### config.mk
export PLATFORM = sky130hd
export DESIGN_NAME = recoveryTop
export DESIGN_NICKNAME = d
export VERILOG_FILES = /design/src/addrTypesPkg.sv /design/src/recoveryTypesPkg.sv /design/src/recoveryTop.sv /design/src/flushWalker.sv /design/src/trapUnit.sv /design/src/recoveryManager.sv
export SDC_FILE = /design/constraint.sdc
export NUM_CORES = 1
export LEC_CHECK = 0
export ABC_AREA = 0
export BUFFER_PORTS_ARGS = -buffer_cell sky130_fd_sc_hd__buf_2
export CORE_AREA = 4 4 146 148
export DETAILED_ROUTE_END_ITERATION = 16
export DIE_AREA = 0 0 150 152
export PLACE_DENSITY = 0.78
export REMOVE_ABC_BUFFERS = 1
export SKIP_CTS_REPAIR_TIMING = 1
export SLEW_MARGIN = 5
export SYNTH_ARGS = -nofsm -noshare
export SYNTH_HDL_FRONTEND = slang
export SYNTH_SLANG_ARGS = --single-unit
export TNS_END_PERCENT = 50
### constraint.sdc
create_clock -name clk -period 12 [get_ports clk]
set_input_delay 1.2 -clock clk [delete_from_list [all_inputs] [get_ports clk]]
set_output_delay 1.2 -clock clk [all_outputs]
set_load 0.05 [all_outputs]
### src/addrTypesPkg.sv
// --------------------------------------------------
// address and program counter types shared by the
// recovery logic; import where PC or history values
// are stored or computed
// --------------------------------------------------

package addrTypesPkg;

    // byte address, used for faulting data addresses
    typedef logic [31:0] addrPath;

    // program counter
    typedef logic [31:0] pcPath;

    // global branch history restored on recovery
    typedef logic [9:0] brHistoryPath;

    // step from one instruction to the next
    localparam int insnByteWidth = 4;

endpackage : addrTypesPkg
### src/recoveryTypesPkg.sv
// --------------------------------------------------
// recovery control types: phases, refetch kinds, trap
// causes and the structs passed between the manager,
// trap unit and flush walkers
// --------------------------------------------------

package recoveryTypesPkg;
    import addrTypesPkg::*;

    // active list depth and index
    localparam int alEntries = 16;
    typedef logic [$clog2(alEntries)-1:0] alIndexPath;

    typedef enum logic [1:0] {
        phaseCommit,
        phaseRecover0,
        phaseRecover1
    } pipelinePhase;

    typedef enum logic [2:0] {
        refetchThisPc,
        refetchNextPc,
        refetchStoreNextPc,
        refetchBranchTarget,
        refetchNextPcToCsr,
        refetchThisPcToCsr
    } refetchType;

    typedef enum logic [2:0] {
        causeNone,
        causeEcall,
        causeLoadFault,
        causeStoreFault,
        causeMret
    } trapCause;

    // request from the commit stage, may carry a trap
    typedef struct packed {
        logic         valid;
        pcPath        pc;
        refetchType   refetch;
        trapCause     cause;
        addrPath      dataAddr;
        brHistoryPath brHistory;
    } cmRequest;

    // request from the register-write stage, never a CSR refetch
    typedef struct packed {
        logic         valid;
        pcPath        pc;
        refetchType   refetch;
        brHistoryPath brHistory;
    } rwRequest;

    typedef struct packed {
        alIndexPath exceptionOpPtr;
        alIndexPath flushTailPtr;
        alIndexPath loadQueueTail;
        alIndexPath storeQueueTail;
    } alPointers;

    // tail is exclusive
    typedef struct packed {
        alIndexPath headPtr;
        alIndexPath tailPtr;
    } flushRange;

    typedef struct packed {
        logic     trigger;
        pcPath    causePc;
        trapCause cause;
        addrPath  dataAddr;
    } trapRequest;

    typedef struct packed {
        pcPath    mepc;
        trapCause mcause;
        addrPath  mtval;
    } trapState;

    typedef struct packed {
        logic  valid;
        pcPath data;
    } csrWrite;

    typedef struct packed {
        logic forwardFail;
        logic memDepMiss;
        logic branchMiss;
    } perfEvents;

endpackage : recoveryTypesPkg

### src/recoveryTop.sv
// --------------------------------------------------
// recovery back end: manager, trap unit, and walkers
// for the rename map and the issue queue
// --------------------------------------------------

`timescale 1ns/1ps

module recoveryTop (
    input  logic                           clk,
    input  logic                           rstN,
    input  recoveryTypesPkg::cmRequest     cmReq,
    input  recoveryTypesPkg::rwRequest     rwReq,
    input  recoveryTypesPkg::alPointers    alPtrs,
    input  recoveryTypesPkg::csrWrite      csrWr,
    input  logic                           replayBusy,
    output recoveryTypesPkg::pipelinePhase phase,
    output logic                           toRecoveryPhase,
    output logic                           toCommitPhase,
    output logic                           unableToStartRecovery,
    output addrTypesPkg::pcPath            recoveredPc,
    output addrTypesPkg::brHistoryPath     recoveredBrHistory,
    output recoveryTypesPkg::flushRange    range,
    output recoveryTypesPkg::alIndexPath   loadQueueRecoveryTail,
    output recoveryTypesPkg::alIndexPath   storeQueueRecoveryTail,
    output recoveryTypesPkg::perfEvents    events,
    output recoveryTypesPkg::trapState     trapRegs,
    output recoveryTypesPkg::alIndexPath   rmtWalkPtr,
    output recoveryTypesPkg::alIndexPath   iqWalkPtr
);
    import addrTypesPkg::*;
    import recoveryTypesPkg::*;

    trapRequest trapReq;
    pcPath      trapTarget;
    logic       rmtBusy;
    logic       iqBusy;

    recoveryManager i_recoveryManager (
        .clk                    (clk),
        .rstN                   (rstN),
        .cmReq                  (cmReq),
        .rwReq                  (rwReq),
        .alPtrs                 (alPtrs),
        .trapTarget             (trapTarget),
        .rmtBusy                (rmtBusy),
        .iqBusy                 (iqBusy),
        .replayBusy             (replayBusy),
        .phase                  (phase),
        .toRecoveryPhase        (toRecoveryPhase),
        .toCommitPhase          (toCommitPhase),
        .unableToStartRecovery  (unableToStartRecovery),
        .trapReq                (trapReq),
        .range                  (range),
        .recoveredPc            (recoveredPc),
        .recoveredBrHistory     (recoveredBrHistory),
        .loadQueueRecoveryTail  (loadQueueRecoveryTail),
        .storeQueueRecoveryTail (storeQueueRecoveryTail),
        .events                 (events)
    );

    trapUnit i_trapUnit (
        .clk        (clk),
        .rstN       (rstN),
        .req        (trapReq),
        .wr         (csrWr),
        .trapTarget (trapTarget),
        .state      (trapRegs)
    );

    // rename map restore
    flushWalker #(.walkWidth(2)) i_rmtWalker (
        .clk     (clk),
        .rstN    (rstN),
        .start   (toRecoveryPhase),
        .range   (range),
        .busy    (rmtBusy),
        .walkPtr (rmtWalkPtr)
    );

    // issue queue index return
    flushWalker #(.walkWidth(4)) i_iqWalker (
        .clk     (clk),
        .rstN    (rstN),
        .start   (toRecoveryPhase),
        .range   (range),
        .busy    (iqBusy),
        .walkPtr (iqWalkPtr)
    );

endmodule : recoveryTop

### src/flushWalker.sv
// --------------------------------------------------
// walks a flushed active-list range, walkWidth entries
// per cycle; busy stays high until the walk is done
// --------------------------------------------------

`timescale 1ns/1ps

module flushWalker #(
    parameter int walkWidth = 2
) (
    input  logic                         clk,
    input  logic                         rstN,
    input  logic                         start,
    input  recoveryTypesPkg::flushRange  range,
    output logic                         busy,
    output recoveryTypesPkg::alIndexPath walkPtr
);
    import recoveryTypesPkg::*;

    // entries still to walk
    alIndexPath remaining;

    always_ff @(posedge clk or negedge rstN) begin
        if (!rstN) begin
            remaining <= '0;
            walkPtr   <= '0;
        end else if (start) begin
            // wraps mod 16
            remaining <= range.tailPtr - range.headPtr;
            walkPtr   <= range.headPtr;
        end else if (busy) begin
            walkPtr <= walkPtr + alIndexPath'(walkWidth);
            if (remaining > alIndexPath'(walkWidth)) begin
                remaining <= remaining - alIndexPath'(walkWidth);
            end else begin
                remaining <= '0;
            end
        end
    end

    assign busy = (remaining != '0);

endmodule : flushWalker

### src/trapUnit.sv
// --------------------------------------------------
// machine-mode trap registers; gives the trap or mret
// target to the recovery manager and records the trap
// --------------------------------------------------

`timescale 1ns/1ps

module trapUnit (
    input  logic                         clk,
    input  logic                         rstN,
    input  recoveryTypesPkg::trapRequest req,
    input  recoveryTypesPkg::csrWrite    wr,
    output addrTypesPkg::pcPath          trapTarget,
    output recoveryTypesPkg::trapState   state
);
    import addrTypesPkg::*;
    import recoveryTypesPkg::*;

    pcPath    mtvec;
    pcPath    mepc;
    trapCause mcause;
    addrPath  mtval;

    logic isMret;

    assign isMret = (req.cause == causeMret);

    // mret returns to the saved PC
    assign trapTarget = isMret ? mepc : mtvec;

    always_ff @(posedge clk or negedge rstN) begin
        if (!rstN) begin
            mtvec <= '0;
        end else if (wr.valid) begin
            mtvec <= wr.data;
        end
    end

    // record on a real trap only
    always_ff @(posedge clk or negedge rstN) begin
        if (!rstN) begin
            mepc   <= '0;
            mcause <= causeNone;
            mtval  <= '0;
        end else if (req.trigger && !isMret) begin
            mepc   <= req.causePc;
            mcause <= req.cause;
            mtval  <= req.dataAddr;
        end
    end

    assign state.mepc   = mepc;
    assign state.mcause = mcause;
    assign state.mtval  = mtval;

endmodule : trapUnit

### src/recoveryManager.sv
// --------------------------------------------------
// recovery phase controller: accepts a commit or write
// stage request, broadcasts recover-0, computes the
// refetch PC and flush range, waits on the walkers
// --------------------------------------------------

`timescale 1ns/1ps

module recoveryManager (
    input  logic                           clk,
    input  logic                           rstN,
    input  recoveryTypesPkg::cmRequest     cmReq,
    input  recoveryTypesPkg::rwRequest     rwReq,
    input  recoveryTypesPkg::alPointers    alPtrs,
    input  addrTypesPkg::pcPath            trapTarget,
    input  logic                           rmtBusy,
    input  logic                           iqBusy,
    input  logic                           replayBusy,
    output recoveryTypesPkg::pipelinePhase phase,
    output logic                           toRecoveryPhase,
    output logic                           toCommitPhase,
    output logic                           unableToStartRecovery,
    output recoveryTypesPkg::trapRequest   trapReq,
    output recoveryTypesPkg::flushRange    range,
    output addrTypesPkg::pcPath            recoveredPc,
    output addrTypesPkg::brHistoryPath     recoveredBrHistory,
    output recoveryTypesPkg::alIndexPath   loadQueueRecoveryTail,
    output recoveryTypesPkg::alIndexPath   storeQueueRecoveryTail,
    output recoveryTypesPkg::perfEvents    events
);
    import addrTypesPkg::*;
    import recoveryTypesPkg::*;

    // request as latched at acceptance, source already resolved
    typedef struct packed {
        pcPath        pc;
        refetchType   refetch;
        trapCause     cause;
        addrPath      dataAddr;
        brHistoryPath brHistory;
        flushRange    range;
    } recoveryState;

    recoveryState regReq;
    recoveryState nextReq;
    pipelinePhase nextPhase;

    logic accept;
    logic inRecover0;
    logic csrRefetch;
    logic walkersBusy;

    assign walkersBusy = rmtBusy || iqBusy;

    // only the commit phase takes new requests
    assign accept = (phase == phaseCommit) && (cmReq.valid || rwReq.valid);

    // commit stage wins on a simultaneous request
    always_comb begin
        if (cmReq.valid) begin
            nextReq.pc        = cmReq.pc;
            nextReq.refetch   = cmReq.refetch;
            nextReq.brHistory = cmReq.brHistory;
            nextReq.cause     = cmReq.cause;
            nextReq.dataAddr  = cmReq.dataAddr;
        end else begin
            nextReq.pc        = rwReq.pc;
            nextReq.refetch   = rwReq.refetch;
            nextReq.brHistory = rwReq.brHistory;
            nextReq.cause     = causeNone;
            nextReq.dataAddr  = '0;
        end

        // this-PC refetch flushes the faulting op too
        if (nextReq.refetch inside {refetchThisPc, refetchThisPcToCsr}) begin
            nextReq.range.headPtr = alPtrs.exceptionOpPtr;
        end else begin
            nextReq.range.headPtr = alPtrs.exceptionOpPtr + alIndexPath'(1);
        end
        nextReq.range.tailPtr = alPtrs.flushTailPtr;
    end

    always_ff @(posedge clk) begin
        if (accept) begin
            regReq <= nextReq;
        end
    end

    // phase FSM
    assign toCommitPhase = (phase == phaseRecover1) && !walkersBusy;

    always_comb begin
        case (phase)
            phaseCommit:   nextPhase = accept ? phaseRecover0 : phaseCommit;
            phaseRecover0: nextPhase = phaseRecover1;
            phaseRecover1: nextPhase = toCommitPhase ? phaseCommit : phaseRecover1;
            default:       nextPhase = phaseCommit;
        endcase
    end

    always_ff @(posedge clk or negedge rstN) begin
        if (!rstN) begin
            phase <= phaseCommit;
        end else begin
            phase <= nextPhase;
        end
    end

    assign inRecover0      = (phase == phaseRecover0);
    assign toRecoveryPhase = inRecover0;

    assign unableToStartRecovery = (phase != phaseCommit) || walkersBusy || replayBusy;

    // trap request, the target comes back combinationally
    assign csrRefetch = regReq.refetch inside {refetchNextPcToCsr, refetchThisPcToCsr};

    assign trapReq.trigger  = inRecover0 && csrRefetch;
    assign trapReq.causePc  = regReq.pc;
    assign trapReq.cause    = regReq.cause;
    assign trapReq.dataAddr = regReq.dataAddr;

    // refetch PC, zero outside recover-0
    always_comb begin
        recoveredPc = '0;
        if (inRecover0) begin
            case (regReq.refetch)
                refetchNextPc,
                refetchStoreNextPc:  recoveredPc = regReq.pc + pcPath'(insnByteWidth);
                refetchNextPcToCsr,
                refetchThisPcToCsr:  recoveredPc = trapTarget;
                default:             recoveredPc = regReq.pc;
            endcase
        end
    end

    assign recoveredBrHistory = regReq.brHistory;
    assign range              = regReq.range;

    // queue tails, the pointers are held stable during recovery
    assign loadQueueRecoveryTail = alPtrs.loadQueueTail;

    // a store refetched at next PC stays in the queue
    assign storeQueueRecoveryTail = (regReq.refetch == refetchStoreNextPc) ?
        alPtrs.storeQueueTail + alIndexPath'(1) : alPtrs.storeQueueTail;

    // perf strobes, one cycle each
    assign events.forwardFail = inRecover0 && (regReq.refetch == refetchThisPc);
    assign events.memDepMiss  = inRecover0 &&
        (regReq.refetch inside {refetchNextPc, refetchStoreNextPc});
    assign events.branchMiss  = inRecover0 && (regReq.refetch == refetchBranchTarget);

endmodule : recoveryManager

## Word-level counts from Yosys, hierarchy flattened

Index checks and enable logic that the tools add are counted.

| word-level totals | value |
|---|---|
| bits in registers | 205 |
| input bits | 179 |
| output and inout port bits | 141 |
| logic and storage cells | 80 |

| cells by class | value |
|---|---|
| add/subtract/negate cells | 8 |
| order comparisons | 2 |
| eq/ne operators | 9 |
| muxes and demuxes | 19 |
| reductions and logical operators | 26 |

Operator list:

| cell | number |
|---|---|
| 80-bit two-way mux | 1 |
| 32-bit two-way mux | 2 |
| 32-bit one-hot mux with 2 select lines | 1 |
| 4-bit two-way mux | 12 |
| 32-bit by 3-bit adder with 32-bit output (second input constant) | 1 |
| 3-bit equality test (second input constant) | 4 |
| 2-bit nonzero test | 6 |
| 4-bit by 1-bit adder with 4-bit output (second input constant) | 2 |
| 4-bit nonzero test | 2 |
| 1-bit logical AND | 7 |
| 3-bit by 2-bit equality test with 1-bit output (second input constant) | 2 |
| 3-bit zero test | 2 |
| 2-bit one-hot mux with 3 select lines | 1 |
| 4-bit by 2-bit adder with 4-bit output (second input constant) | 1 |
| 4-bit by 3-bit adder with 4-bit output (second input constant) | 1 |
| 4-bit by 2-bit greater-than comparator with 1-bit output (second input constant) | 1 |
| 4-bit by 3-bit greater-than comparator with 1-bit output (second input constant) | 1 |
| 1-bit logical OR | 4 |
| 2-bit OR reduction | 2 |
| 4-bit by 2-bit subtractor with 4-bit output (second input constant) | 1 |
| 4-bit by 3-bit subtractor with 4-bit output (second input constant) | 1 |
| 4-bit subtractor | 1 |
| 3-bit by 1-bit equality test with 1-bit output (second input constant) | 1 |
| 2-bit by 1-bit equality test with 1-bit output (second input constant) | 1 |
| 5 further kinds | 6 |

## Logic depth before layout (Yosys ltp)

| logic depth | value |
|---|---|
| word-level depth | 6 |
| depth in mapped cells | 8 |
| gate-level depth less buffers | 7 |

## By module

Synthesis repeated with hierarchy kept, for this count alone.

| second synthesis, totals | value |
|---|---|
| cell total of the unflattened synthesis | 885 |
| area, all modules | 10815.4 um^2 |

Modules (own cells, without submodules):

| module | times used | cells an instance | area an instance (um^2) | seq. area each (um^2) |
|---|---|---|---|---|
| recoveryManager | 1 | 540 | 5730.5 | 2692.6 |
| trapUnit | 1 | 251 | 4093.9 | 2477.4 |
| flushWalker (i_rmtWalker) | 1 | 52 | 535.5 | 200.2 |
| flushWalker (i_iqWalker) | 1 | 42 | 455.4 | 200.2 |

## Least setup slack after synthesis

Ideal clock, no wire load.

| path | value |
|---|---|
| path type | input port to output port |
| from | input port alPtrs[0] (netlist name) |
| to | output port storeQueueRecoveryTail[2] |
| arrival | 2.229 ns |
| required time | 10.800 ns |
| path slack | 8.571 ns |
| stages on the path | 3 |
| path buffers | 0 |
| cell sequence | ha_1 > nand3_1 > xnor2_1 |

| between the ends | value |
|---|---|
| cells in the longest elaborated chain, start to end | 2 |

RTL lines:

| what | line | RTL |
|---|---|---|
| from (decl) | recoveryTop.sv:13 | `input recoveryTypesPkg::alPointers alPtrs,` |
| 4-bit by 1-bit adder with 4-bit output | recoveryManager.sv:144 | `alPtrs.storeQueueTail + alIndexPath'(1) : alPtrs.storeQueueTail;` |
| 4-bit two-way mux | recoveryManager.sv:143 | `assign storeQueueRecoveryTail = (regReq.refetch == refetchStoreNextPc) ?` |
| to (decl) | recoveryTop.sv:24 | `output recoveryTypesPkg::alIndexPath storeQueueRecoveryTail,` |

No other way between the ends.

==> impl_metrics.tcl <==
set metrics [dict create \
    r2r-end "i_trapUnit.mepc[19]$_DFFE_PN0P_" \
    max-vdd-ir-drop_mv 0.178 \
    hold-path-cell-count 1 \
    area_growth_pct 24.5 \
    cts_made_buffers 23 \
    synth_top_area_cell "dfrtp_1" \
    fin_nets 1282 \
    start_kind "register" \
    outcome "complete, no violations" \
    crit_path_top_delay_cell "clkinv_1" \
    ys_top_cells_by_count "139 x mux2_2, 117 x dfrtp_1, 91 x nand2_1" \
    maxClockFrequency_mhz 234 \
    powerDensity_mw_per_mm2 281 \
    crit_path_max_incr_delay_ps 670 \
    setup_slack_ps 7720 \
    vias 7422 \
    tightest_slew_ps 1130 \
    core_mm2 0.0200 \
    start_util 0.494 \
    synth_ff_type "dfrtp_1" \
    grt_first_pass_wirelength_um 41500 \
    ys_seq_elements 205 \
    min_path_type "reg -> reg" \
    cp-end-kind "output pin" \
    gp_congestion 0.828 \
    yosysWarningCount 0 \
    fin_skew_ps 22.6 \
    cts-root-buf "clkbuf_16" \
    finalInstanceArea_mm2 0.0123 \
    layout-drive-gt1-share 0.459 \
    hold-path-endpoint "i_trapUnit.mtval[27]$_DFFE_PN0P_" \
    drcViolationCount 0 \
    required_ps 10800 \
    drt-wirelength-per-cell_um 19.4 \
    drtPass1Iterations 5 \
    r2r_slack_ps 8890 \
    die_area_mm2 0.0228 \
    io_buffers 311 \
    synth_seq_area_share 0.563 \
    postRouteAntennaNets 0 \
    synth_cells 816 \
    rows 52 \
    async_flop_share 0.571 \
    drt_wl_total_um 26800 \
    synth_area_mm2 0.00989 \
    clkTransAtPathRegs_ps 60 \
    r2r-start "i_recoveryManager.regReq[54]$_DFFE_PP_" \
    clk-insertion-delay-late_ps 520 \
    die_w_um 150 \
    synth_top_area_frac 0.296 \
    clockBufferDepth 3 \
    r2r_cells 4 \
    dp_hpwl_um 18400 \
    drt-initial-drc-count 481 \
    cp.arrival_ps 3080 \
    rsz0062_at_grt "no" \
    die_h_um 152 \
    htree_levels 1 \
    grt_pass1_vias 7664 \
    post-route-period-util 0.356 \
    hold_viol_final 0 \
    maxSlewViolCount 0 \
    synth_top_cells_by_area "dfrtp_1 30%, edfxtp_1 27%, mux2_2 16%" \
    placed_area_mm2 0.0115 \
    track_usage 0.229 \
    avgSynthCellArea_um2 12.1 \
    critical_path_peak_fanout 49 \
    worstPathCellList "nand2b_2, buf_4, clkinv_1, nand2_1, o22ai_1, buf_2" \
    gr-total-overflow 0 \
    synthDistinctLibCells 61 \
    grt_antenna_before_repair 3 \
    cts_tree "done" \
    ios 320 \
    dp_worst_setup_slack_ps 8220 \
    synth_most_common_cell "mux2_2" \
    synth_edf_count 88 \
    setup_tns_ps 0 \
    max_slew_margin 0.249 \
    leakagePower_nw 5.49 \
    grt_max_degree 67 \
    clock-sinks 205 \
    hp-start "i_recoveryManager.trapReq[27]$_SDFFCE_PN0P_" \
    vias_per_cell 5.37 \
    cap_violations 0 \
    critPathKind "reg -> out" \
    finalCriticalPeriod_ps 4280 \
    setup_viol 0 \
]
cell type report:
| type | count | area, µm² |
|---|---|---|
| fill | 1612 | 7730 |
| sequential | 205 | 5570 |
| multi-input combinational | 531 | 3950 |
| timing repair buffer | 319 | 1620 |
| clock buffer | 36 | 716 |
| tap | 270 | 338 |
| clock inverter | 6 | 56.3 |
| inverter | 14 | 52.6 |
| antenna | 2 | 5.00 |
through the flow:
step | util | cells | hold WS [ps] | power, mW
3_3_place_gp | 0.576 | 1339 | 455 | 2.74
5_1_grt | 0.614 | 1383 | 492 | 3.63
2_1_floorplan | - | 750 | 448 | 2.32
6_report | 0.614 | 1383 | 472 | 3.46
4_1_cts | 0.614 | 1381 | 474 | 3.49
3_5_place_dp | 0.576 | 1339 | 463 | 2.77
kinds of logic after synthesis:
logic type               count (synthesis)  share of synthesized area
AND/OR/NAND/NOR                        233                      0.124
flip-flops                             205                      0.563
multiplexers                           145                      0.164
AO/OA/AOI/OAI                          118                     0.0721
buffers and inverters                   80                     0.0411
XOR/XNOR                                26                     0.0230
adder cells (fa/ha/maj)                  9                     0.0121
layer usage:
layer  up-vias  GRT usage  wire length (µm)  part of all wire
li1       3488          -                 -                 -
met1      3585      0.298             10700              0.40
met2       294      0.382             13200              0.49
met3        53     0.0521              2150             0.080
met4         2     0.0680               768             0.029
met5         -          0                13           0.00049
flip-flops by register name, indices dropped and copies added, names as in the netlist:
signal / flops
i_recoveryManager.trapReq: 67
i_recoveryManager.regReq: 3
i_trapUnit.mcause: 3
i_rmtWalker.walkPtr: 4
i_trapUnit.mtval: 32
i_rmtWalker.remaining: 4
i_iqWalker.walkPtr: 4
i_trapUnit.mepc: 32
i_recoveryManager.phase: 2
i_recoveryManager.range: 8
i_trapUnit.mtvec: 32
i_recoveryManager.recoveredBrHistory: 10
i_iqWalker.remaining: 4
worst max-delay path by stage:
stage	start	slack, ps	cells past startpoint	to
after global placement	i_recoveryManager.phase[1]$_DFF_PN0_	8370	6	recoveredPc[17]
after floorplan	cmReq[80]	4040	2	i_recoveryManager.phase[0]$_DFF_PN0_
after detailed placement	i_recoveryManager.phase[1]$_DFF_PN0_	8220	6	recoveredPc[17]
after global routing	i_recoveryManager.phase[1]$_DFF_PN0_	7490	6	recoveredPc[17]
after CTS	i_recoveryManager.phase[1]$_DFF_PN0_	7670	6	recoveredPc[17]
final	i_recoveryManager.phase[1]$_DFF_PN0_	7720	6	recoveredPc[17]
power by group:
group	total, mW	internal (mW)	switching (mW)
Combinational	1.57	0.411	1.16
Clock	0.709	0.430	0.279
Sequential	1.18	1.01	0.169
placed cells by master (no fill, tap or decap), drive strengths merged, types with 5 or more instances in the layout:
cell type	instances
clkbuf	36
inv	14
nor3	7
o211ai	5
nand4	13
and3	5
nor4	6
a31oi	12
ha	8
mux2	139
and2	39
nor2	26
edfxtp	88
o21ai	22
mux2i	6
xor2	15
dfrtp	117
clkinv	5
o22ai	6
xnor2	11
nand2	91
nand3	18
a21oi	49
nor2b	5
buf	319
critical path, delay by kind of cell, from the launching register on:
| kind | cells | cell delay (ps) |
|---|---|---|
| buffers and inverters | 3 | 1370 |
| flip-flops | 1 | 410 |
| AND/OR/NAND/NOR | 2 | 620 |
| AO/OA/AOI/OAI | 1 | 130 |
Power figures use the tool's default switching activity.
